`src/design/psx_mem_pkg.sv`:
```
// memory map offsets, download indices and memory word types
// shared by the loader, port mux and backup path

package psx_mem_pkg;

	// ========================================
	// word types
	// ========================================

	// byte address into unified ram
	typedef logic [26:0] mem_addr_t;
	// one sdram data word
	typedef logic [31:0] mem_word_t;
	typedef logic [3:0]  mem_be_t;
	// host download word, also backup buffer width
	typedef logic [15:0] half_word_t;

	// ========================================
	// memory map
	// ========================================

	// bios image lands at 2 MiB
	localparam mem_addr_t BIOS_START = 27'd2097152;
	// executables land at 4 MiB
	localparam mem_addr_t EXE_START = 27'd4194304;

	// download index codes from the host menu
	localparam logic [7:0] BIOS_INDEX = 8'd0;
	// cheat codes use this slot, not handled here
	localparam logic [7:0] CODE_INDEX = 8'd255;

endpackage

```
`src/design/mem_wr_if.sv`:
```
// loader write channel interface and backup buffer port interface
`timescale 1ns/1ps

// loader to port mux, one word per req/ack pair
interface mem_wr_if import psx_mem_pkg::*; ();
	mem_addr_t addr;
	mem_word_t data;
	logic      req;
	logic      ack;
	// bios or exe download running
	logic      active;

	modport loader (output addr, data, req, active, input ack);
	modport mux (input addr, data, req, active, output ack);
endinterface


```
`src/design/sdram_port_mux.sv`:
```
// core and loader request routing onto sdram read and write channels
`timescale 1ns/1ps

module sdram_port_mux
	import psx_mem_pkg::*;
(
	mem_wr_if.mux      m,
	input  mem_addr_t  core_addr,
	input  mem_word_t  core_din,
	input  mem_be_t    core_be,
	input  logic       core_req,
	input  logic       core_rnw,
	output logic       core_ack,
	output mem_addr_t  rd_addr,
	output logic       rd_req,
	input  logic       rd_ready,
	output mem_addr_t  wr_addr,
	output mem_word_t  wr_data,
	output mem_be_t    wr_be,
	output logic       wr_req,
	input  logic       wr_ready
);

	// ========================================
	// read channel
	// ========================================

	// core only, loader never reads
	assign rd_addr = core_addr;
	assign rd_req = core_req && core_rnw && !m.active;

	// ========================================
	// write channel
	// ========================================

	// loader owns the channel for the whole download
	assign wr_addr = m.active ? m.addr : core_addr;
	assign wr_data = m.active ? m.data : core_din;
	// download words are always full width
	assign wr_be = m.active ? '1 : core_be;
	assign wr_req = m.active ? m.req : (core_req && !core_rnw);

	// acks go back to whoever issued
	assign m.ack = m.active && wr_ready;
	assign core_ack = !m.active && (rd_ready || wr_ready);

	// core is held in reset by the host while a download runs
	always_comb begin
		a_no_core_during_dl: assert final (!(core_req === 1'b1 && m.active === 1'b1));
	end

endmodule

```
`src/flat_wrapper.sv`:
```
// flat-port wrapper written by rule: the top's interface ports become plain ports
module sdram_port_mux_flat import psx_mem_pkg::*;
  (core_addr, core_din, core_be, core_req, core_rnw, core_ack, rd_addr, rd_req, rd_ready, wr_addr, wr_data, wr_be, wr_req, wr_ready, m_addr, m_data, m_req, m_active, m_ack);
  mem_wr_if m_i ();
  input  mem_addr_t core_addr;
  input  mem_word_t core_din;
  input  mem_be_t core_be;
  input  logic core_req;
  input  logic core_rnw;
  output logic core_ack;
  output mem_addr_t rd_addr;
  output logic rd_req;
  input  logic rd_ready;
  output mem_addr_t wr_addr;
  output mem_word_t wr_data;
  output mem_be_t wr_be;
  output logic wr_req;
  input  logic wr_ready;
  input wire logic [$bits(m_i.addr)-1:0] m_addr;
  input wire logic [$bits(m_i.data)-1:0] m_data;
  input wire logic [$bits(m_i.req)-1:0] m_req;
  input wire logic [$bits(m_i.active)-1:0] m_active;
  output wire logic [$bits(m_i.ack)-1:0] m_ack;
  assign m_i.addr = m_addr;
  assign m_i.data = m_data;
  assign m_i.req = m_req;
  assign m_i.active = m_active;
  assign m_ack = m_i.ack;
  sdram_port_mux u_core (.m(m_i), .core_addr(core_addr), .core_din(core_din), .core_be(core_be), .core_req(core_req), .core_rnw(core_rnw), .core_ack(core_ack), .rd_addr(rd_addr), .rd_req(rd_req), .rd_ready(rd_ready), .wr_addr(wr_addr), .wr_data(wr_data), .wr_be(wr_be), .wr_req(wr_req), .wr_ready(wr_ready));
endmodule
```
`config.mk`:
```
export PLATFORM = sky130hd
export DESIGN_NAME = sdram_port_mux_flat
export DESIGN_NICKNAME = d
export VERILOG_FILES = /design/src/design/psx_mem_pkg.sv /design/src/design/mem_wr_if.sv /design/src/design/sdram_port_mux.sv /design/src/flat_wrapper.sv
export SDC_FILE = /design/constraint.sdc
export NUM_CORES = 1
export LEC_CHECK = 0
export ABC_AREA = 1
export BUFFER_PORTS_ARGS = -buffer_cell sky130_fd_sc_hd__buf_4
export CAP_MARGIN = 5
export CORE_AREA = 2 2 85 87
export DETAILED_ROUTE_END_ITERATION = 8
export DIE_AREA = 0 0 87 89
export PLACE_DENSITY_LB_ADDON = 0.25
export SYNTH_ARGS = -nofsm -noshare
export SYNTH_HDL_FRONTEND = slang
export SYNTH_SLANG_ARGS = --single-unit
```
`constraint.sdc`:
```
create_clock -name vclk -period 0.8
set_input_delay 0 -clock vclk [all_inputs]
set_output_delay 0 -clock vclk [all_outputs]
set_load 0.05 [all_outputs]
```
==> results.json <==
{
  "outcome": "completed",
  "p_switching_mw": 1.65,
  "ys_types": 9,
  "seq_power_share": 0,
  "place.gp.congestion": 0.810,
  "die_x_um": 87,
  "antenna_found_initial": 0,
  "crit_arrival_ns": 0.77,
  "grt_usage": 0.116,
  "fillCellCount": 733,
  "crit_path_frequent_cell": "nand2_1",
  "crit_path_end": "wr_data[26]",
  "comb_power_share": 1.000,
  "critPathMaxStageDelay_ns": 0.17,
  "crit_chain": "buf_4, inv_4, buf_12, nand2_1, nand2_1, buf_6",
  "area_growth_syn_to_layout_pct": 153,
  "die_area_um2": 7740,
  "synth-warning-count": 0,
  "grt-ovfl-total": 0,
  "critPathLaunch": "m_active",
  "layout_min_cycle_time_ns": 0.771,
  "drt-total-wl_um": 5540,
  "grt_start_max_net_pins": 38,
  "grt_pass1_vias": 1783,
  "met2_usage": 0.245,
  "busiest_layer": "met2",
  "grt_pass1_wl_um": 7640,
  "worst_slew_pin_slew_ns": 0.195,
  "route.detailed.wl_per_inst_um": 11.1,
  "drt_iter0_markers": 17,
  "dr.pass1.iters": 4,
  "path_depth": 6,
  "die_h_um": 89,
  "use_met1": 0.125,
  "grt_setup_unrepaired": "true",
  "ir_drop_mv": 0.416,
  "post-route-period-util": 0.964,
  "cts_hold_buf": 0,
  "synth_most_common_cell": "nand2_1",
  "crit_type": "input port to output port",
  "crit_fanout": 26,
  "critPathSlowestCell": "buf_12",
  "setup_slack_ns": 0.0287,
  "powerDensity_nw_per_um2": 1000,
  "fin_util": 0.391,
  "layout.cells.non_filler": 499,
  "cap_violations": 0,
  "drc": 0,
  "ff_latch_area_um2": 0,
  "syn_nets": 361,
  "place.detailed.hpwl_um": 4610,
  "pre_cts_ws_ns": 0.00936,
  "yosysSeqAreaShare": 0,
  "layout-drive-gt1-share": 0.544,
  "final-setup-viol-count": 0,
  "synth_area_leaders": "nand2_1 65%, buf_4 22%, buf_6 4.3%",
  "power.leakage_nw": 1.69,
  "min_path_type": "input port to output port",
  "whs_ns": 0.264,
  "clkbuf_count": 0,
  "cp_top_family": "buffers and inverters",
  "clkPwrFrac": 0,
  "multi_input_area_um2": 721,
  "seq_cell_count": 0,
  "synth_commonest_cells": "181 x nand2_1, 30 x buf_4, 7 x buf_2",
  "final_antenna_net_count": 0,
  "vias": 1968,
  "coreArea_um2": 6720,
  "avgSynthCellArea_um2": 4.46,
  "hold_viol": 0,
  "numPlacedInstances": 498,
  "num_io_pins": 222,
  "internal_power_mw": 0.977,
  "synth_top_area_cell": "nand2_1",
  "diodes": 0,
  "start_util": 0.155,
  "syn_inst": 233,
  "required_ns": 0.80,
  "fmax_ghz": 1.30,
  "final_nets": 549,
  "path_buf_inv": 4,
  "cp-start-kind": "input port",
  "finalMaxSlewViolations": 0,
  "maxSlewHeadroom": 0.870,
  "critPathCaptureType": "output port",
  "syn-cell-area_um2": 1040,
  "synth_top_area_frac": 0.654,
  "via_per_inst": 3.94,
  "portBuffers": 222,
  "grtUsageMet3": 0.0166,
  "swShare": 0.628,
  "num_rows": 30
}
-- cells by family after synthesis --
group                  Yosys count  share of synthesized area
buffers and inverters           44                      0.306
AND/OR/NAND/NOR                189                      0.694
-- repair_timing --
action / in CTS / in global routing
endpoints found under the hold margin: 0 / 0
setup buffers: 0 / 0
gates resized for setup: 0 / 9
endpoints found under the setup margin: 0 / 41
-- placed cells by master (no fill, tap or decap) --
master and n:
buf_4 215, nand3_1 1, buf_6 8, nor2_1 3, or2_1 4, inv_4 1, buf_12 3, clkbuf_16 1
inv_1 2, nand2_1 181
-- through the flow --
step / cell area, µm² / total power [mW] / TNS [ns]
after floorplan: 1040 / 1.63 / -0.322
after global placement: 2570 / 2.59 / 0
after detailed placement: 2570 / 2.60 / 0
after CTS: 2570 / 2.60 / 0
after global routing: 2620 / 2.77 / -0.0312
final: 2620 / 2.63 / 0
-- final cells by class --
cell class,instances,area share
Timing Repair Buffer,227,0.682
Tap cell,80,0.0381
Multi-Input combinational cell,189,0.275
Inverter,3,0.00525
-- power groups by stage --
stage / Clock [mW] / Combinational, mW / Sequential [mW]
final: 0 / 2.63 / 0
after global routing: 0 / 2.77 / 0
after CTS: 0 / 2.60 / 0
after detailed placement: 0 / 2.60 / 0
after global placement: 0 / 2.59 / 0
after floorplan: 0 / 1.63 / 0
-- worst min path at each step --
stage / end / startpoint / depth (start not counted)
3_5_place_dp: rd_addr[9] / core_addr[9] / 2
4_1_cts: rd_addr[9] / core_addr[9] / 2
5_1_grt: rd_addr[5] / core_addr[5] / 2
2_1_floorplan: rd_addr[0] / core_addr[0] / 1
6_report: rd_addr[9] / core_addr[9] / 2
3_3_place_gp: rd_addr[25] / core_addr[25] / 2
-- layer usage --
layer | wire length (µm) | vias to the layer above
met3 | 505 | 4
met4 | 32 | 0
met5 | 0 | -
met2 | 3090 | 111
met1 | 1920 | 823
li1 | - | 1030
No activity file was read; power rests on OpenSTA's default activity.
