### src/design/psx_mem_pkg.sv
// memory map offsets, download indices and memory word types
// shared by the loader, port mux and backup path

package psx_mem_pkg;

	// ========================================
	// word types
	// ========================================

	// byte address into unified ram
	typedef logic [26:0] mem_addr_t;
	// one sdram data word
	typedef logic [31:0] mem_word_t;
	typedef logic [3:0]  mem_be_t;
	// host download word, also backup buffer width
	typedef logic [15:0] half_word_t;

	// ========================================
	// memory map
	// ========================================

	// bios image lands at 2 MiB
	localparam mem_addr_t BIOS_START = 27'd2097152;
	// executables land at 4 MiB
	localparam mem_addr_t EXE_START = 27'd4194304;

	// download index codes from the host menu
	localparam logic [7:0] BIOS_INDEX = 8'd0;
	// cheat codes use this slot, not handled here
	localparam logic [7:0] CODE_INDEX = 8'd255;

endpackage

### src/design/mem_wr_if.sv
// loader write channel interface and backup buffer port interface
`timescale 1ns/1ps

// loader to port mux, one word per req/ack pair
interface mem_wr_if import psx_mem_pkg::*; ();
	mem_addr_t addr;
	mem_word_t data;
	logic      req;
	logic      ack;
	// bios or exe download running
	logic      active;

	modport loader (output addr, data, req, active, input ack);
	modport mux (input addr, data, req, active, output ack);
endinterface


### src/design/ioctl_loader.sv
// rom download handling, type detect and 16 to 32 bit word packing
`timescale 1ns/1ps

module ioctl_loader
	import psx_mem_pkg::*;
(
	input  logic       clk_1x,
	input  logic       arst_n,
	input  logic       ioctl_download,
	input  logic [7:0] ioctl_index,
	input  logic       ioctl_wr,
	input  mem_addr_t  ioctl_addr,
	input  half_word_t ioctl_dout,
	output logic       ioctl_wait,
	output logic       load_exe,
	output logic       cart_loaded,
	mem_wr_if.loader   wr
);

	logic bios_dl;
	logic exe_dl;
	logic exe_dl_q;
	logic exe_index;

	// anything but bios and cheat codes counts as an executable
	assign exe_index = (ioctl_index != BIOS_INDEX) && (ioctl_index != CODE_INDEX);

	// ========================================
	// download type flags
	// ========================================

	always_ff @(posedge clk_1x or negedge arst_n) begin
		if (!arst_n) begin
			bios_dl <= 1'b0;
			exe_dl <= 1'b0;
			exe_dl_q <= 1'b0;
			load_exe <= 1'b0;
			cart_loaded <= 1'b0;
		end else begin
			bios_dl <= ioctl_download && (ioctl_index == BIOS_INDEX);
			exe_dl <= ioctl_download && exe_index;
			exe_dl_q <= exe_dl;
			// falling edge of exe download starts the core
			load_exe <= exe_dl_q && !exe_dl;
			// index 1 is the exe slot in the menu
			if (ioctl_download && (ioctl_index == 8'd1)) begin
				cart_loaded <= 1'b1;
			end
		end
	end

	assign wr.active = bios_dl || exe_dl;

	// ========================================
	// host wait and write strobe
	// ========================================

	always_ff @(posedge clk_1x or negedge arst_n) begin
		if (!arst_n) begin
			wr.req <= 1'b0;
			ioctl_wait <= 1'b0;
		end else begin
			wr.req <= 1'b0;
			if (wr.active) begin
				// high half completes the word
				if (ioctl_wr && ioctl_addr[1]) begin
					wr.req <= 1'b1;
					ioctl_wait <= 1'b1;
				end
				if (wr.ack) begin
					ioctl_wait <= 1'b0;
				end
			end else begin
				// end of download releases the host
				ioctl_wait <= 1'b0;
			end
		end
	end

	// word assembly, low half also fixes the target address
	always_ff @(posedge clk_1x) begin
		if (wr.active && ioctl_wr) begin
			if (!ioctl_addr[1]) begin
				wr.data[15:0] <= ioctl_dout;
				wr.addr <= ioctl_addr + (bios_dl ? BIOS_START : EXE_START);
			end else begin
				wr.data[31:16] <= ioctl_dout;
			end
		end
	end

	// host must hold off while memory is busy with the last word
	a_no_wr_during_wait: assert property (@(posedge clk_1x) disable iff (!arst_n)
		ioctl_wait |-> !ioctl_wr);

endmodule

### src/flat_wrapper.sv
// flat-port wrapper written by rule: the top's interface ports become plain ports
module ioctl_loader_flat import psx_mem_pkg::*;
  (clk_1x, arst_n, ioctl_download, ioctl_index, ioctl_wr, ioctl_addr, ioctl_dout, ioctl_wait, load_exe, cart_loaded, wr_addr, wr_data, wr_req, wr_active, wr_ack);
  mem_wr_if wr_i ();
  input  logic clk_1x;
  input  logic arst_n;
  input  logic ioctl_download;
  input  logic [7:0] ioctl_index;
  input  logic ioctl_wr;
  input  mem_addr_t ioctl_addr;
  input  half_word_t ioctl_dout;
  output logic ioctl_wait;
  output logic load_exe;
  output logic cart_loaded;
  output wire logic [$bits(wr_i.addr)-1:0] wr_addr;
  output wire logic [$bits(wr_i.data)-1:0] wr_data;
  output wire logic [$bits(wr_i.req)-1:0] wr_req;
  output wire logic [$bits(wr_i.active)-1:0] wr_active;
  input wire logic [$bits(wr_i.ack)-1:0] wr_ack;
  assign wr_addr = wr_i.addr;
  assign wr_data = wr_i.data;
  assign wr_req = wr_i.req;
  assign wr_active = wr_i.active;
  assign wr_i.ack = wr_ack;
  ioctl_loader u_core (.clk_1x(clk_1x), .arst_n(arst_n), .ioctl_download(ioctl_download), .ioctl_index(ioctl_index), .ioctl_wr(ioctl_wr), .ioctl_addr(ioctl_addr), .ioctl_dout(ioctl_dout), .ioctl_wait(ioctl_wait), .load_exe(load_exe), .cart_loaded(cart_loaded), .wr(wr_i));
endmodule
### config.mk
export PLATFORM = sky130hd
export DESIGN_NAME = ioctl_loader_flat
export DESIGN_NICKNAME = d
export VERILOG_FILES = /design/src/design/psx_mem_pkg.sv /design/src/design/mem_wr_if.sv /design/src/design/ioctl_loader.sv /design/src/flat_wrapper.sv
export SDC_FILE = /design/constraint.sdc
export NUM_CORES = 1
export LEC_CHECK = 0
export ABC_AREA = 1
export BUFFER_PORTS_ARGS = -buffer_cell sky130_fd_sc_hd__clkbuf_2
export CORE_MARGIN = 5
export CORE_UTILIZATION = 44
export CTS_CLUSTER_SIZE = 28
export DETAILED_ROUTE_END_ITERATION = 8
export GPL_TIMING_DRIVEN = 1
export PLACE_DENSITY = 0.84
export SLEW_MARGIN = 5
export SYNTH_ARGS = -nofsm -noshare
export SYNTH_HDL_FRONTEND = slang
export SYNTH_SLANG_ARGS = --single-unit
### constraint.sdc
create_clock -name clk_1x -period 3.6 [get_ports clk_1x]
set_clock_uncertainty 0.15 [all_clocks]
set_input_delay 0.72 -clock clk_1x [delete_from_list [all_inputs] [get_ports clk_1x]]
set_output_delay 0.72 -clock clk_1x [all_outputs]
set_load 0.005 [all_outputs]
==> results.ini <==
[clock_network]
clk_latency_ns=0.32
cts.path.max_buffers=2
cts_root_buf=clkbuf_8
h-tree-depth=3
cts_sinks=66
cts_resized=0
cts_tree=yes
post_cts_buffers=0
path_clk_slew_ns=0.07
ctsHoldBuffers=0
cts_buffers=9

[critical_path]
r2r_start=u_core.bios_dl
critPathCaptureType=primary output
critPathArrivalTime_ns=1.20
critPathRequiredTime_ns=2.73
worstPathMaxFanout=4
worst-r2r-setup-slack_ns=1.57
critPathKind=flop to primary output
crit_path_start_kind=flop
regToRegEndpoint=u_core.wr.addr[9]
r2r_cells=5

[yosys]
synth-edff-count=59
synthCells=124
synthArstFlopShare=0.1061
seq_area_frac_synth=0.8702
synth.largest_area_cell=edfxtp_1
ys_types=18
yosys_warnings=0
syn-num-nets=183
synth_common_cells=59 x edfxtp_1, 19 x nand2_1, 13 x nor2_1
ys.flop_type=edfxtp_1
synth_area_leaders=edfxtp_1 79%, dfrtp_1 7.8%, nand2_1 3.2%
synth_area_um2=2237
synth.top_cell.area_share=0.7919
synth.avg_cell_area_um2=18.04
synth-seq-cells=66
yosysMostFrequentCell=edfxtp_1

[floorplan]
rows=26
io_pins=120
die_area_um2=6611
die_height_um=81.31
start_util=0.4466
coreArea_um2=5010
die_x_um=81.31

[placed_design]
gp_congestion=0.7751
portBuffers=119
dp_hpwl_um=3807
placed_area_um2=2943
post-place-cells=315

[min_path]
hold_class=input pin to async pin

[pwr]
powerDensity_nw_per_um2=528.0
ir_worst_vdd_mv=0.2678
leakagePower_uw=0.001424

[timing]
period_share=0.5763
worst_slew_pin_slew_ns=0.5708
rsz0062_at_grt=false
setup_tns_ns=0
period_needed_ns=2.075
fmax_mhz=482.0
slew_viol_final=0
setup_viol=0
finalHoldViolCount=0
relSlewSlack=0.6185
holdWs_ns=0.07607

[grt]
grt_max_degree=25
overflow=0
grt_pass1_wl_um=6810
antenna_found_initial=0
grt_usage=0.1449
grt_pass1_vias=1400

[drt]
vias=1471
ant_nets=0
drc_errors=0
drt-total-wl_um=4717
wl_per_cell_um=14.25
drt_iter0_drc=55
vias_per_cell=4.444
drt_pre_antenna_iters=4

[cells_and_area]
n_antenna_cell=0
final_area_um2=3183
nets=315
final_cells=331
layout-drive-gt1-share=0.5364
syn_to_final_growth_pct=42.28

[run_status]
status=complete, no violations

[flow_run]
max-cap-violations=0

[report_power, final]
part | leakage, µW | switching (µW) | internal, µW
Sequential | 0.000633 | 6.55 | 862
Clock | 0.000121 | 260 | 460
Combinational | 0.000670 | 48.0 | 43.5
[worst max-delay path, cell delays in order (launching register included)]
cell and delay (ns):
dfrtp_1 0.43, nor2_1 0.25, inv_1 0.09, clkbuf_2 0.12
[cell usage in the layout (no fill, tap or decap)]
master / instances
clkbuf_8: 9
clkinv_1: 1
nor2_4: 1
edfxtp_1: 59
inv_1: 11
nand3b_1: 1
nand2_1: 19
fa_1: 1
a21oi_1: 1
xnor2_1: 1
clkinv_4: 1
bufinv_16: 3
ha_1: 2
clkbuf_2: 119
nand3_1: 2
clkinv_2: 1
nand4_1: 1
xor2_1: 1
o21bai_1: 1
nor3_1: 1
inv_6: 1
nor2_1: 12
dfrtp_1: 7
nor3b_2: 1
nand2_2: 1
nor2_2: 1
buf_4: 2
[stage by stage]
stage	power (µW)	setup slack, ns	util
finish	1681	1.525	0.6354
global route	1760	1.380	0.6354
CTS	1705	1.471	0.6354
detailed placement	979.1	1.321	0.5874
global placement	974.8	1.353	0.5874
floorplan	912.0	0.4186	-
[kinds of logic (layout without fill, tap and decap cells)]
family,count (synthesis),after routing,synth area share
adders and majority gates,3,3,0.02013
buffers and inverters,11,148,0.01846
DFF,66,66,0.8702
and+or+nand+nor,40,40,0.07775
AOI/OAI and AO/OA,2,2,0.005592
xor gates and xnor gates,2,2,0.007831
[state kept, by name (all words and copies together), names as in the netlist]
name / flops
u_core.bios_dl: 1
u_core.cart_loaded: 1
u_core.exe_dl: 1
u_core.exe_dl_q: 1
u_core.ioctl_wait: 1
u_core.load_exe: 1
u_core.wr.addr: 27
u_core.wr.data: 32
u_core.wr.req: 1
[layer usage]
| layer | share of wire | routed length [µm] | track usage | vias to the layer above |
|---|---|---|---|---|
| met5 | 0 | 0 | 0 | - |
| met4 | 0.019 | 90 | 0.07601 | 0 |
| met3 | 0.13 | 605 | 0.05322 | 11 |
| met2 | 0.49 | 2315 | 0.2484 | 88 |
| met1 | 0.36 | 1705 | 0.1551 | 669 |
| li1 | - | - | - | 703 |
[cell type report]
cell class              instances  area (µm²)
flip-flops and latches         66        1947
fillers                       407        1827
repair buffers                121       610.6
multi-input cells              47       256.5
clock buffers                   9       123.9
clock inverters                 7       116.4
well taps                      70       87.58
inverters                      11       41.29
[how the worst max path moves through the flow]
stage / start / cells after the start / endpoint
2_1_floorplan: ioctl_wr / 2 / u_core.wr.addr[0]
3_3_place_gp: ioctl_wr / 4 / u_core.wr.addr[24]
3_5_place_dp: ioctl_wr / 4 / u_core.wr.addr[26]
4_1_cts: u_core.bios_dl / 3 / wr_active
5_1_grt: u_core.bios_dl / 5 / u_core.wr.addr[16]
6_report: u_core.bios_dl / 3 / wr_active
No activity file was read; power rests on OpenSTA's default activity.
