**config.mk**
```make
export PLATFORM = sky130hd
export DESIGN_NAME = video_geometry
export DESIGN_NICKNAME = d
export VERILOG_FILES = /design/src/design/psx_video_pkg.sv /design/src/design/video_geometry.sv
export SDC_FILE = /design/constraint.sdc
export NUM_CORES = 1
export LEC_CHECK = 0
export BUFFER_PORTS_ARGS = -buffer_cell sky130_fd_sc_hd__buf_2
export CAP_MARGIN = 20
export CORE_ASPECT_RATIO = 0.7
export CORE_MARGIN = 4
export CORE_UTILIZATION = 37
export DETAILED_ROUTE_END_ITERATION = 10
export GPL_TIMING_DRIVEN = 0
export PLACE_DENSITY = 0.76
export SYNTH_ARGS = -nofsm -noshare
export SYNTH_HDL_FRONTEND = slang
export SYNTH_SLANG_ARGS = --single-unit
```
**constraint.sdc**
```tcl
create_clock -name clk_1x -period 0.8 [get_ports clk_1x]
set_input_delay 0.12 -clock clk_1x [delete_from_list [all_inputs] [get_ports clk_1x]]
set_output_delay 0.12 -clock clk_1x [all_outputs]
set_load 0.01 [all_outputs]
```
**src/design/psx_video_pkg.sv**
```systemverilog
// framebuffer placement, format codes and video field types
// used by the geometry block and the top level

package psx_video_pkg;

	// framebuffer width, height
	typedef logic [11:0] fb_dim_t;
	// one aspect ratio term for the scaler
	typedef logic [11:0] ar_t;

	// ========================================
	// framebuffer layout
	// ========================================

	// vram mirror in ddr
	localparam logic [31:0] FB_BASE_ADDR = 32'h3000_0000;
	// 1024 pixels of 2 bytes per row
	localparam logic [31:0] FB_STRIDE_BYTES = 32'd2048;

	// whole vram shown in viewer mode
	localparam fb_dim_t VRAM_WIDTH = 12'd1024;
	localparam fb_dim_t VRAM_HEIGHT = 12'd512;

	// format codes
	// 16bpp 1555 rgb
	localparam logic [4:0] FB_FMT_16 = 5'b01100;
	// 24bpp rgb
	localparam logic [4:0] FB_FMT_24 = 5'b00101;

endpackage

```
**src/design/video_geometry.sv**
```systemverilog
// framebuffer base, size and format, aspect ratio and scaler decode
`timescale 1ns/1ps

module video_geometry
	import psx_video_pkg::*;
(
	input  logic        clk_1x,
	input  logic        arst_n,
	input  logic        color24,
	input  logic        full_vram,
	input  fb_dim_t     display_width,
	input  fb_dim_t     display_height,
	input  logic [9:0]  display_offset_x,
	input  logic [8:0]  display_offset_y,
	input  logic [1:0]  aspect,
	input  logic [2:0]  scale,
	input  logic        forced_scandoubler,
	output logic [31:0] fb_base,
	output logic [4:0]  fb_format,
	output fb_dim_t     fb_width,
	output fb_dim_t     fb_height,
	output ar_t         video_arx,
	output ar_t         video_ary,
	output logic [1:0]  vga_sl,
	output logic        scandoubler,
	output logic        hq2x
);

	logic [31:0] offset_base;
	logic [2:0]  sl_full;

	// 2 bytes per pixel across, one stride per line down
	assign offset_base = FB_BASE_ADDR + 32'(display_offset_x) * 32'd2
		+ 32'(display_offset_y) * FB_STRIDE_BYTES;
	assign sl_full = scale - 3'd1;

	always_ff @(posedge clk_1x or negedge arst_n) begin
		if (!arst_n) begin
			fb_base <= '0;
			fb_format <= '0;
			fb_width <= '0;
			fb_height <= '0;
			video_arx <= '0;
			video_ary <= '0;
			vga_sl <= '0;
			scandoubler <= 1'b0;
			hq2x <= 1'b0;
		end else begin
			// ========================================
			// framebuffer
			// ========================================
			fb_base <= full_vram ? FB_BASE_ADDR : offset_base;
			fb_width <= full_vram ? VRAM_WIDTH : display_width;
			fb_height <= full_vram ? VRAM_HEIGHT : display_height;
			fb_format <= color24 ? FB_FMT_24 : FB_FMT_16;
			// original aspect, 2:1 for the vram viewer
			if (aspect == 2'd0) begin
				video_arx <= full_vram ? ar_t'(2) : ar_t'(4);
				video_ary <= full_vram ? ar_t'(1) : ar_t'(3);
			end else begin
				video_arx <= ar_t'(aspect - 2'd1);
				video_ary <= '0;
			end
			// ========================================
			// scaler
			// ========================================
			vga_sl <= (scale != 3'd0) ? sl_full[1:0] : 2'd0;
			scandoubler <= (scale != 3'd0) || forced_scandoubler;
			hq2x <= (scale == 3'd1);
		end
	end

endmodule

```
==> impl_metrics.env <==
export IMPL_yosys_area_top_type_share_pct=65.61
export IMPL_antennaDiodeCount=0
export IMPL_layout_worst_path_cycle_share_pct=143.8
export IMPL_vias_per_cell=3.753
export IMPL_rsz0062_at_grt="yes"
export IMPL_cp_data_arrival_time_ns=1.03
export IMPL_path_clk_slew_ns=0.09
export IMPL_clock_tree_from_tritoncts="yes"
export IMPL_synth_sequential_area_ratio_pct=65.61
export IMPL_clockPowerShare_pct=26.2
export IMPL_postRouteWirelength_mm=4.422
export IMPL_report_final_hold_viol_count=25
export IMPL_final_min_clock_period_ns=1.151
export IMPL_die_width_um=98.81
export IMPL_total_leakage_power_uw=0.001765
export IMPL_netlist_cell_types=18
export IMPL_start_kind="flop"
export IMPL_setup_violations_final=66
export IMPL_ys_top_cells_by_area="sky130_fd_sc_hd__dfrtp_1, sky130_fd_sc_hd__buf_4, sky130_fd_sc_hd__nor2b_2"
export IMPL_ant_nets=0
export IMPL_syn_to_final_growth_pct=46.75
export IMPL_number_of_global_route_vias_before_repair=1456
export IMPL_grt_first_pass_wirelength_mm=7.017
export IMPL_die_h_um=71.57
export IMPL_critical_path_max_fanout=9
export IMPL_combPwrFrac_pct=16.8
export IMPL_cts_hold_buffers=3
export IMPL_grt_antenna_before_repair=0
export IMPL_largest_net_degree_at_the_start_of_global_routing=32
export IMPL_final_critical_path_setup_slack_ns=-0.3507
export IMPL_vdd_drop_max_uv=1009
export IMPL_max_clock_path_buffers=2
export IMPL_switching_power_share_of_the_total_pct=23.48
export IMPL_seqPwrFrac_pct=57.0
export IMPL_number_of_h_tree_branching_levels=2
export IMPL_critical_path_slowest_cell="sky130_fd_sc_hd__dfrtp_2"
export IMPL_syn_cell_area_um2=2136
export IMPL_ys_seq_elements=56
export IMPL_synth_cells=154
export IMPL_syn_area_per_cell_um2=13.87
export IMPL_postCtsSetupRepairBufs=0
export IMPL_track_usage_pct=12.55
export IMPL_routed_wl_per_cell_um=11.73
export IMPL_drc_errors=0
export IMPL_hpwlAfterDp_mm=3.568
export IMPL_min_delay_path_class="in -> async"
export IMPL_worst_slew_pin_slew_ns=0.5697
export IMPL_nets=358
export IMPL_post_route_cells_drive_above_1_share_pct=65.25
export IMPL_highest_clock_rate_mhz=869.1
export IMPL_cts_inserted_buffers=5
export IMPL_drtPass1Iterations=3
export IMPL_slew_limit_headroom_pct=62.02
export IMPL_drv_cap=0
export IMPL_nFillCells=479
export IMPL_pin_count=142
export IMPL_gp_congestion=0.7259
export IMPL_outcome="finished with violations"
export IMPL_row_count=22
export IMPL_global_route_overflow_total=0
export IMPL_switchingPower_uw=1244
export IMPL_start_util_pct=39.39
export IMPL_place_port_buffers=117
export IMPL_p_int_uw=4053
export IMPL_failed_checks="hold timing, setup timing"
export IMPL_synthDominantAreaCellType="sky130_fd_sc_hd__dfrtp_1"
export IMPL_synthesis_warning_total=0
export IMPL_final_core_util_pct=57.80
export IMPL_crit_type="reg -> out"
export IMPL_final_max_slew_viol_count=0
export IMPL_core_area_um2=5423
export IMPL_drtIter0Drc=12
export IMPL_die_area_um2=7071
export IMPL_cp_data_required_time_ns=0.68
export IMPL_clock_root_buffer="sky130_fd_sc_hd__clkbuf_8"
export IMPL_critPathMaxStageDelay_ns=0.47
export IMPL_critical_path_capture_point_type="output pin"
export IMPL_powerDensity_nw_per_um2=1690
export IMPL_hold_ws_ns=-0.1892
export IMPL_worstPathCellList="buf_4 -> buf_2"
export IMPL_via_count=1415
export IMPL_clock_sinks=56
## per-stage QoR
step,setup WS [ns],TNS [ns],area (µm²),cells,power [µW]
6_report,-0.3507,-9.744,3134,377,5297
5_1_grt,-0.4204,-12.99,3134,377,5595
4_1_cts,-0.3819,-11.19,3047,377,5353
3_5_place_dp,-0.07270,-0.5409,2918,367,3901
3_3_place_gp,-0.4225,-23.86,2898,366,3870
2_1_floorplan,0.03561,0,2222,177,3506
## flip-flops by register name, summed over array words and instances, names as in the netlist
| register | count |
|---|---|
| fb_format | 2 |
| fb_base | 20 |
| vga_sl | 2 |
| scandoubler | 1 |
| fb_height | 12 |
| hq2x | 1 |
| video_arx | 4 |
| fb_width | 12 |
| video_ary | 2 |
## cell type report
cell class	count	area [µm²]	area share, %
tap	72	90.09	2.874
multi-input combinational	82	520.5	16.61
buffer	38	304.0	9.701
timing repair buffer	121	735.7	23.47
clock buffer	6	72.57	2.315
sequential	56	1403	44.75
clock inverter	1	5.005	0.1597
inverter	1	3.754	0.1198
## metal layers
layer / part of all wire, % / global-route usage, % / vias to the layer above
met1: 35 / 14.08 / 633
met5: 0 / 0 / -
met2: 50 / 20.76 / 77
li1: - / - / 703
met3: 15 / 7.490 / 2
met4: 0.25 / 2.727 / 0
## Yosys cell counts
| cell type | n |
|---|---|
| sky130_fd_sc_hd__conb_1 | 2 |
| sky130_fd_sc_hd__a21bo_2 | 1 |
| sky130_fd_sc_hd__or2_1 | 2 |
| sky130_fd_sc_hd__and2_1 | 1 |
| sky130_fd_sc_hd__dfrtp_1 | 56 |
| sky130_fd_sc_hd__nor2_1 | 4 |
| sky130_fd_sc_hd__nor3_1 | 2 |
| sky130_fd_sc_hd__nor2b_1 | 7 |
| sky130_fd_sc_hd__o21ai_0 | 1 |
| sky130_fd_sc_hd__clkbuf_4 | 3 |
| sky130_fd_sc_hd__buf_6 | 1 |
| sky130_fd_sc_hd__inv_1 | 1 |
| sky130_fd_sc_hd__and2b_2 | 11 |
| sky130_fd_sc_hd__nand2b_1 | 1 |
| sky130_fd_sc_hd__nand2_1 | 3 |
| sky130_fd_sc_hd__buf_4 | 33 |
| sky130_fd_sc_hd__buf_8 | 1 |
| sky130_fd_sc_hd__nor2b_2 | 24 |
## placed cells by master (no fill, tap or decap), types with 2 or more instances in the layout
| master | synthesis | final |
|---|---|---|
| sky130_fd_sc_hd__dfrtp_1 | 56 | 55 |
| sky130_fd_sc_hd__nor3_1 | 2 | 2 |
| sky130_fd_sc_hd__or2_1 | 2 | 2 |
| sky130_fd_sc_hd__nor2b_1 | 7 | 7 |
| sky130_fd_sc_hd__conb_1 | 2 | 25 |
| sky130_fd_sc_hd__nand2_1 | 3 | 3 |
| sky130_fd_sc_hd__and2b_2 | 11 | 11 |
| sky130_fd_sc_hd__buf_6 | 1 | 19 |
| sky130_fd_sc_hd__buf_2 | 0 | 101 |
| sky130_fd_sc_hd__buf_4 | 33 | 31 |
| sky130_fd_sc_hd__clkbuf_4 | 3 | 3 |
| sky130_fd_sc_hd__nor2_1 | 4 | 4 |
| sky130_fd_sc_hd__nor2b_2 | 24 | 24 |
| sky130_fd_sc_hd__dlygate4sd3_1 | 0 | 3 |
| sky130_fd_sc_hd__clkbuf_8 | 0 | 5 |
## power by group through the flow
stage | combinational (µW) | sequential (µW) | clock, µW
after floorplan | 356 | 3150 | 0
after global placement | 810 | 3060 | 0
after detailed placement | 836 | 3070 | 0
after CTS | 858 | 3010 | 1480
after global routing | 983 | 3040 | 1580
final | 889 | 3020 | 1390
## kinds of logic (layout without fill, tap and decap cells)
| kind of cell | count (synthesis) | after routing | share of synthesized area, % |
|---|---|---|---|
| simple gates | 55 | 55 | 19.27 |
| flops | 56 | 56 | 65.61 |
| compound gates | 2 | 2 | 0.7028 |
| other cells | 2 | 25 | 0.3516 |
| buf+inv | 39 | 167 | 14.06 |
## what timing repair did
action                                 in CTS  in global routing
gates resized for setup                     5                 14
setup endpoints to repair                  66                 66
endpoints found under the hold margin      29                 25
## worst max-delay path, delay by kind of cell, from the launching register on
family,cells,cell delay (ns)
buffers and inverters,2,0.28
flip-flops,1,0.47
## path summary, 6_finish.rpt
check                          endpoint                from  slack [ns]  cells past startpoint
min in group clk_1x         scandoubler  forced_scandoubler        0.02                      3
min                         fb_width[1]              arst_n       -0.19                      1
max in group asynchronous     vga_sl[0]              arst_n        0.43                      2
max                        video_arx[6]       video_arx[10]       -0.35                      2
(Power assumes the default switching activity.)
