--- src/design/psx_mem_pkg.sv ---
// memory map offsets, download indices and memory word types
// shared by the loader, port mux and backup path

package psx_mem_pkg;

	// ========================================
	// word types
	// ========================================

	// byte address into unified ram
	typedef logic [26:0] mem_addr_t;
	// one sdram data word
	typedef logic [31:0] mem_word_t;
	typedef logic [3:0]  mem_be_t;
	// host download word, also backup buffer width
	typedef logic [15:0] half_word_t;

	// ========================================
	// memory map
	// ========================================

	// bios image lands at 2 MiB
	localparam mem_addr_t BIOS_START = 27'd2097152;
	// executables land at 4 MiB
	localparam mem_addr_t EXE_START = 27'd4194304;

	// download index codes from the host menu
	localparam logic [7:0] BIOS_INDEX = 8'd0;
	// cheat codes use this slot, not handled here
	localparam logic [7:0] CODE_INDEX = 8'd255;

endpackage

--- src/design/mem_wr_if.sv ---


// sequencer side of the backup buffer
interface bram_port_if import psx_mem_pkg::*; #(parameter int BRAM_ADDR_W = 8) ();
	logic [BRAM_ADDR_W-1:0] addr;
	half_word_t             wdata;
	logic                   we;
	// valid one cycle after addr
	half_word_t             rdata;

	modport master (output addr, wdata, we, input rdata);
	modport slave (input addr, wdata, we, output rdata);
endinterface

--- src/design/backup_sequencer.sv ---
// backup ram sector walker between memory and the dual port buffer
`timescale 1ns/1ps

module backup_sequencer
	import psx_mem_pkg::*;
#(
	parameter int BRAM_ADDR_W = 8
) (
	input  logic                   clk_1x,
	input  logic                   arst_n,
	input  logic                   bk_start,
	input  logic                   bk_loading,
	output logic                   bk_finish,
	output logic [BRAM_ADDR_W-1:0] word_addr,
	output logic                   bram_mem_req,
	output logic                   bram_mem_rnw,
	output half_word_t             bram_mem_dout,
	input  half_word_t             bram_mem_din,
	input  logic                   bram_mem_ready,
	bram_port_if.master            b
);

	// high from req until ready
	logic waiting;

	// ========================================
	// request / wait fsm
	// ========================================

	always_ff @(posedge clk_1x or negedge arst_n) begin
		if (!arst_n) begin
			word_addr <= '0;
			waiting <= 1'b0;
			bk_finish <= 1'b0;
			bram_mem_req <= 1'b0;
		end else begin
			bram_mem_req <= 1'b0;
			if (!bk_start) begin
				// idle rewinds to the first word
				word_addr <= '0;
				waiting <= 1'b0;
				bk_finish <= 1'b0;
			end else if (!bk_finish) begin
				if (!waiting) begin
					bram_mem_req <= 1'b1;
					waiting <= 1'b1;
				end else if (bram_mem_ready) begin
					waiting <= 1'b0;
					// last address ends the sector
					if (&word_addr) begin
						bk_finish <= 1'b1;
					end else begin
						word_addr <= word_addr + 1'b1;
					end
				end
			end
		end
	end

	// load reads memory and save writes it
	assign bram_mem_rnw = bk_loading;

	// buffer side
	assign b.addr = word_addr;
	assign b.wdata = bram_mem_din;
	// capture returned word in the ready cycle
	assign b.we = bk_loading && waiting && bram_mem_ready;
	// save data valid in the req cycle
	assign bram_mem_dout = b.rdata;

	// one word in flight at a time
	a_single_outstanding: assert property (@(posedge clk_1x) disable iff (!arst_n)
		bram_mem_req |=> (!bram_mem_req until bram_mem_ready));

endmodule

--- src/flat_wrapper.sv ---
// flat-port wrapper written by rule: the top's interface ports become plain ports
module backup_sequencer_flat import psx_mem_pkg::*;
#(
	parameter int BRAM_ADDR_W = 8
)
  (clk_1x, arst_n, bk_start, bk_loading, bk_finish, word_addr, bram_mem_req, bram_mem_rnw, bram_mem_dout, bram_mem_din, bram_mem_ready, b_addr, b_wdata, b_we, b_rdata);
  bram_port_if #(.BRAM_ADDR_W(BRAM_ADDR_W)) b_i ();
  input  logic clk_1x;
  input  logic arst_n;
  input  logic bk_start;
  input  logic bk_loading;
  output logic bk_finish;
  output logic [BRAM_ADDR_W-1:0] word_addr;
  output logic bram_mem_req;
  output logic bram_mem_rnw;
  output half_word_t bram_mem_dout;
  input  half_word_t bram_mem_din;
  input  logic bram_mem_ready;
  output wire logic [$bits(b_i.addr)-1:0] b_addr;
  output wire logic [$bits(b_i.wdata)-1:0] b_wdata;
  output wire logic [$bits(b_i.we)-1:0] b_we;
  input wire logic [$bits(b_i.rdata)-1:0] b_rdata;
  assign b_addr = b_i.addr;
  assign b_wdata = b_i.wdata;
  assign b_we = b_i.we;
  assign b_i.rdata = b_rdata;
  backup_sequencer #(.BRAM_ADDR_W(BRAM_ADDR_W)) u_core (.clk_1x(clk_1x), .arst_n(arst_n), .bk_start(bk_start), .bk_loading(bk_loading), .bk_finish(bk_finish), .word_addr(word_addr), .bram_mem_req(bram_mem_req), .bram_mem_rnw(bram_mem_rnw), .bram_mem_dout(bram_mem_dout), .bram_mem_din(bram_mem_din), .bram_mem_ready(bram_mem_ready), .b(b_i));
endmodule
--- config.mk ---
export PLATFORM = sky130hd
export DESIGN_NAME = backup_sequencer_flat
export DESIGN_NICKNAME = d
export VERILOG_FILES = /design/src/design/psx_mem_pkg.sv /design/src/design/mem_wr_if.sv /design/src/design/backup_sequencer.sv /design/src/flat_wrapper.sv
export SDC_FILE = /design/constraint.sdc
export NUM_CORES = 1
export LEC_CHECK = 0
export BUFFER_PORTS_ARGS = -buffer_cell sky130_fd_sc_hd__buf_2
export CELL_PAD_IN_SITES_DETAIL_PLACEMENT = 1
export CELL_PAD_IN_SITES_GLOBAL_PLACEMENT = 1
export CORE_MARGIN = 3
export CORE_UTILIZATION = 23
export CTS_BUF_LIST = sky130_fd_sc_hd__clkbuf_8
export CTS_CLUSTER_SIZE = 40
export DETAILED_ROUTE_END_ITERATION = 10
export PLACE_DENSITY = 0.82
export SLEW_MARGIN = 10
export SYNTH_ARGS = -nofsm -noshare
export SYNTH_HDL_FRONTEND = slang
export SYNTH_SLANG_ARGS = --single-unit
export TNS_END_PERCENT = 5
--- constraint.sdc ---
create_clock -name clk_1x -period 2.05 [get_ports clk_1x]
set_input_delay 0.205 -clock clk_1x [delete_from_list [all_inputs] [get_ports clk_1x]]
set_output_delay 0.205 -clock clk_1x [all_outputs]
set_load 0.02 [all_outputs]
==> results of run 1 <==
## placed cells by master (no fill, tap or decap), types with 3 or more instances in the layout
cell type and instances:
nand2_1 4, nor2_1 5, o21ai_0 4, and3_1 3
clkbuf_8 3, dfrtp_1 11, a21oi_1 3, buf_2 24
## worst max-delay path: cells and delay by family (launching register included)
kind / cells / cell delay [ns]
AOI/OAI and AO/OA: 1 / 0.17
DFF: 1 / 0.42
and+or+nand+nor: 3 / 0.69
adders and majority gates: 1 / 0.27
## registers in the layout (all words and copies together), names as in the netlist
signal               count
u_core.waiting           1
u_core.b.addr            8
u_core.bram_mem_req      1
u_core.bk_finish         1
## layer usage
| layer | share of wire (%) | wire (um) |
|---|---|---|
| met1 | 36 | 668 |
| met2 | 49 | 903 |
| met3 | 11 | 209 |
| met4 | 2.9 | 54 |
| met5 | 0 | 0 |
## repair_timing
action	CTS	global route
setup endpoints to repair	0	0
hold endpoints to repair	11	0
hold buffers	1	0
## worst min-delay path by stage
| stage | start | to | slack [ns] | cells after the start |
|---|---|---|---|---|
| final | bk_start | u_core.bk_finish$_DFF_PN0_ | 0.25 | 2 |
| after global routing | bk_start | u_core.bk_finish$_DFF_PN0_ | 0.25 | 2 |
| after CTS | bk_start | u_core.bk_finish$_DFF_PN0_ | 0.25 | 2 |
| after detailed placement | arst_n | u_core.b.addr[3]$_DFFE_PN0P_ | 0.09 | 1 |
| after global placement | arst_n | u_core.b.addr[3]$_DFFE_PN0P_ | 0.08 | 1 |
| after floorplan | arst_n | u_core.b.addr[0]$_DFFE_PN0P_ | -0.09 | 0 |
## through the flow
| stage | area, um2 | total power (uW) | worst slack (ns) | cells |
|---|---|---|---|---|
| detailed placement | 726 | 274 | 0.428 | 125 |
| global placement | 726 | 273 | 0.541 | 125 |
| global route | 781 | 511 | 0.262 | 130 |
| floorplan | 856 | 347 | 0.476 | 96 |
| CTS | 781 | 490 | 0.407 | 130 |
| finish | 781 | 480 | 0.418 | 130 |
## cells by family after synthesis
group | count (synthesis)
DFF | 11
buffers and inverters | 43
muxes | 2
and+or+nand+nor | 25
AOI/OAI and AO/OA | 12
xor gates and xnor gates | 2
adders and majority gates | 1
## power by group through the flow
stage	registers, uW	clock network (uW)	logic (uW)
finish	228	209	42.4
global route	229	234	48.2
CTS	228	218	44.0
detailed placement	232	0	42.4
global placement	231	0	41.8
floorplan	235	0	112
## cell type report
type                            count  area [um2]  share of cell area [%]
Clock buffer                        3        41.3                    5.29
Clock inverter                      1        3.75                   0.481
Inverter                            2        7.51                   0.962
Multi-Input combinational cell     42         265                    34.0
Sequential cell                    11         275                    35.3
Tap cell                           46        57.6                    7.37
Timing Repair Buffer               25         130                    16.7
==> results.json, run 1 <==
{
  "outcome": "completed",
  "synth_edf_count": 0,
  "ff2ff_path_depth": 5,
  "routedWlPerCell_um": 14.1,
  "swShare_pct": 23.4,
  "netlist_top_cells_count": "buf_4, dfrtp_1, nor2_1",
  "critPathLaunchType": "register",
  "cts_tree": "done",
  "max_stage_delay_ns": 0.48,
  "fin_crit_ns": 1.63,
  "grt_pass1_vias": 642,
  "intPower_uw": 368,
  "critPathArrivalTime_ns": 1.78,
  "met2_usage_pct": 16.8,
  "setup_viol": 0,
  "gr-usage-met3_pct": 5.23,
  "grt_max_degree": 12,
  "r2r_end": "u_core.b.addr[5]$_DFFE_PN0P_",
  "synth_top_family_by_area": "buffers and inverters",
  "r2r-start": "u_core.b.addr[0]$_DFFE_PN0P_",
  "synth-simple-area-share_pct": 16.5,
  "clkLatencyLatePin_ns": 0.24,
  "synth_xor_xnor_area_share_pct": 2.05,
  "hold_viol_final": 0,
  "synthTopCellsByArea": "buf_4, dfrtp_1, mux2i_1, o21ai_0, and3_1",
  "leakage_uw": 0.000411,
  "slowest_stage": "or4_1",
  "avgSynthCellArea_um2": 8.91,
  "yosysMostFrequentCell": "buf_4",
  "die_h_um": 67,
  "worstSetupStartpoint": "u_core.b.addr[0]$_DFFE_PN0P_",
  "grt_pass1_wl_mm": 3.26,
  "grt.busiest_layer": "met2",
  "antenna_found_initial": 0,
  "synth_seq_cells": 11,
  "dieWidth_um": 67,
  "fin_util_pct": 22.5,
  "start_util_pct": 24.7,
  "syn_to_final_growth_pct": -8.77,
  "boundaryPins": 89,
  "fin_nets": 123,
  "cts_made_buffers": 3,
  "fill_cells": 441,
  "synth_compound_area_share_pct": 8.63,
  "grt_use_total_pct": 9.77,
  "clockBufferDepth": 2,
  "powerDensity_mw_per_mm2": 614,
  "holdCritPathClass": "input port to register",
  "grt_setup_unrepaired": "false",
  "insertedDiodeCount": 0,
  "finClkSkew_ns": 0.00377,
  "place_congestion": 0.714,
  "synth_cell_types": 26,
  "drive_above_1_share_pct": 34.5,
  "fin_tns_setup_ns": 0,
  "critPathMaxFanout": 5,
  "cp_cell_sequence": "ha_1 -> nand3_1 -> nor2_1 -> or4_1 -> a21oi_1",
  "viasPerCell": 4.48,
  "htreeDepth": 1,
  "peakVddDrop_mv": 0.216,
  "crit_required_ns": 2.20,
  "max_clock_freq_mhz": 613,
  "synth.top_cell.area_share_pct": 36.0,
  "combPwrFrac_pct": 8.8,
  "synth_top_area_cell": "buf_4",
  "portBuffers": 24,
  "worst_slew_pin_slew_ns": 0.403,
  "drv_slew": 0,
  "hold_ws_ns": 0.247,
  "ys_seq_area_share_pct": 32.2,
  "postCtsSetupRepairBufs": 0,
  "reg2reg_slack_ns": 0.42,
  "cts_resized": 0,
  "grtUsageMet1_pct": 9.27,
  "synth_fp_nets": 134,
  "cts_root_buf": "clkbuf_8",
  "ys_warn_count": 0,
  "drt_iter0_drc": 5,
  "drcViolationCount": 0,
  "dr.pass1.iters": 3,
  "maxCapViolCount": 0,
  "synth_fa_ha_area_share_pct": 1.46,
  "drt_wl_total_mm": 1.84,
  "clkTransAtPathRegs_ns": 0.05,
  "p_seq_share_pct": 47.5,
  "final_antenna_net_count": 0,
  "vias": 583,
  "synthArstFlopShare_pct": 100,
  "core_mm2": 0.00347,
  "worstSetupPathType": "register to register",
  "slew_headroom_pct": 72.8,
  "netlist_instances": 96,
  "rows": 21,
  "power.net_switching_uw": 112,
  "place_hpwl_mm": 1.44,
  "cts_sinks": 11,
  "die-area_mm2": 0.00449,
  "crit_path_end_kind": "register",
  "synthFlopType": "dfrtp_1",
  "syn-cell-area_um2": 856,
  "crit_end": "u_core.b.addr[5]$_DFFE_PN0P_",
  "synth.area.mux_share_pct": 2.34,
  "period_share_pct": 79.6,
  "clkPwrFrac_pct": 43.6,
  "overflow": 0
}
Note: power is estimated with default switching activity, not from simulation.
==> run 2: changes to the inputs <==
==> constraint.sdc (replaced) <==
create_clock -name clk_1x -period 1.7 [get_ports clk_1x]
set_input_delay 0.17 -clock clk_1x [delete_from_list [all_inputs] [get_ports clk_1x]]
set_output_delay 0.17 -clock clk_1x [all_outputs]
set_load 0.02 [all_outputs]
==> run 2 against run 1 <==
Critical path depth did not move. Power rose by 22%. Final area rose by 1.9%. Combinational power rose by 34%. Die area did not move. Worst setup slack got worse by 0.30 ns. Fmax rose by 3.0%. Clock-buffer cell count did not move. Clock power rose by 22%. Hold slack got worse by 0.022 ns. Global-route usage fell by 0.96 points. Register-to-register slack got worse by 0.30 ns. Critical endpoint unchanged.
==> results.json, run 2 (synthesized netlist as in run 1, its figures left out) <==
{
  "reg2reg_slack_ns": 0.12,
  "dp_slack_ns": 0.138,
  "fin_crit_ns": 1.58,
  "cts_tree": "done",
  "final_cell_mix": "buf_2, dfrtp_1, nor2_1, o21ai_0, nand2_1",
  "leakage_uw": 0.000422,
  "r2r_end": "u_core.b.addr[5]$_DFFE_PN0P_",
  "hold_ws_ns": 0.225,
  "overflow": 0,
  "portBuffers": 24,
  "vias": 602,
  "r2r-start": "u_core.b.addr[1]$_DFFE_PN0P_",
  "drt_iter0_drc": 7,
  "powerDensity_mw_per_mm2": 736,
  "grt_max_degree": 12,
  "worst_slew_pin_slew_ns": 0.396,
  "fin_nets": 125,
  "crit_path_end_kind": "register",
  "critPathLaunchType": "register",
  "min_to": "u_core.bk_finish$_DFF_PN0_",
  "slew_headroom_pct": 73.3,
  "cts_made_buffers": 3,
  "clkTransAtPathRegs_ns": 0.05,
  "holdCritPathClass": "input port to register",
  "grt_pass1_vias": 638,
  "dieWidth_um": 67,
  "min_path_cells": 2,
  "fin_area_um2": 796,
  "finalPower_uw": 586,
  "multi_input_area_um2": 265,
  "fill_cells": 427,
  "cts_root_buf": "clkbuf_8",
  "worstSetupPathType": "register to register",
  "drive_above_1_share_pct": 36.0,
  "antenna_found_initial": 0,
  "core_mm2": 0.00347,
  "finClkSkew_ns": 0.00108,
  "boundaryPins": 89,
  "maxCapViolCount": 0,
  "grt_setup_unrepaired": "false",
  "cts_sinks": 11,
  "htreeDepth": 1,
  "start_util_pct": 24.7,
  "place_hpwl_mm": 1.53,
  "max_clock_freq_mhz": 631,
  "drt_wl_total_mm": 1.91,
  "fin_tns_setup_ns": 0,
  "dr.pass1.iters": 4,
  "clockBufferDepth": 2,
  "hold_viol_final": 0,
  "peakVddDrop_mv": 0.137,
  "setup_viol": 0,
  "final_antenna_net_count": 0,
  "die_h_um": 67,
  "grt_use_total_pct": 8.81,
  "largest_reg_flops": 8,
  "outcome": "completed",
  "min_from": "bk_start",
  "critPathArrivalTime_ns": 1.74,
  "critPathMaxFanout": 5,
  "grt_pass1_wl_mm": 2.95,
  "rows": 21,
  "period_share_pct": 93.2,
  "layout_commonest_cell": "buf_2",
  "routedWlPerCell_um": 14.5,
  "drcViolationCount": 0,
  "insertedDiodeCount": 0,
  "drv_slew": 0,
  "crit_required_ns": 1.86,
  "dpl_cell_area_um2": 741,
  "area.sequential_um2": 275,
  "layout_setup_ws_ns": 0.115,
  "syn_to_final_growth_pct": -7.02,
  "die-area_mm2": 0.00449,
  "viasPerCell": 4.56,
  "ff2ff_path_depth": 5,
  "clkLatencyLatePin_ns": 0.24,
  "place_congestion": 0.761
}
## run 2: cell count changes in the layout (fill, tap and decap cells not counted)
cell   before  now
buf_4       0    2
## run 2: cell type report
| type | instances | area share, % |
|---|---|---|
| inverters | 2 | 0.943 |
| clock buffers | 3 | 5.19 |
| clock inverters | 1 | 0.472 |
| flip-flops and latches | 11 | 34.6 |
| multi-input cells | 42 | 33.3 |
| well taps | 46 | 7.23 |
| repair buffers | 27 | 18.2 |
## run 2: how the worst max path moves through the flow
stage                                       from                      endpoint  slack (ns)  depth (start not counted)
finish              u_core.b.addr[1]$_DFFE_PN0P_  u_core.b.addr[5]$_DFFE_PN0P_        0.12                          5
global placement    u_core.b.addr[1]$_DFFE_PN0P_  u_core.b.addr[5]$_DFFE_PN0P_        0.22                          5
floorplan           u_core.b.addr[0]$_DFFE_PN0P_  u_core.b.addr[5]$_DFFE_PN0P_        0.13                          5
detailed placement  u_core.b.addr[1]$_DFFE_PN0P_  u_core.b.addr[5]$_DFFE_PN0P_        0.14                          5
CTS                 u_core.b.addr[1]$_DFFE_PN0P_  u_core.b.addr[5]$_DFFE_PN0P_        0.11                          5
global route        u_core.b.addr[1]$_DFFE_PN0P_  u_core.b.addr[5]$_DFFE_PN0P_        0.01                          5
## run 2: timing repair
action / in CTS / in global routing
hold buffers: 1 / 0
gates resized for setup: 0 / 0
buffers inserted: 0 / 0
endpoints found under the hold margin: 11 / 0
## run 2: per-stage QoR
stage	std cells	util (%)
after floorplan	96	-
after global placement	127	21.4
after detailed placement	127	21.4
final	132	22.9
after CTS	132	22.9
after global routing	132	22.9
## run 2: report_power, final
group          leakage [uW]  switching (uW)  internal (uW)  total (uW)
sequential         0.000150            4.76            268         273
combinational      0.000245            37.4           19.5        56.9
clock             0.0000269            97.4            158         256
total              0.000422             140            446         586
## run 2: worst max-delay path, cell delays in order, from the launching register on
cell	delay, ns
dfrtp_1	0.41
ha_1	0.25
nand3_1	0.11
nor2_1	0.10
or4_1	0.49
a21oi_1	0.15
## run 2: layer usage
| layer | vias to the layer above | track usage, % | wire length, um |
|---|---|---|---|
| li1 | 265 | - | - |
| met1 | 285 | 8.61 | 700 |
| met2 | 37 | 15.5 | 933 |
| met3 | 15 | 3.04 | 203 |
| met4 | 0 | 5.82 | 73 |
| met5 | - | 0 | 0 |
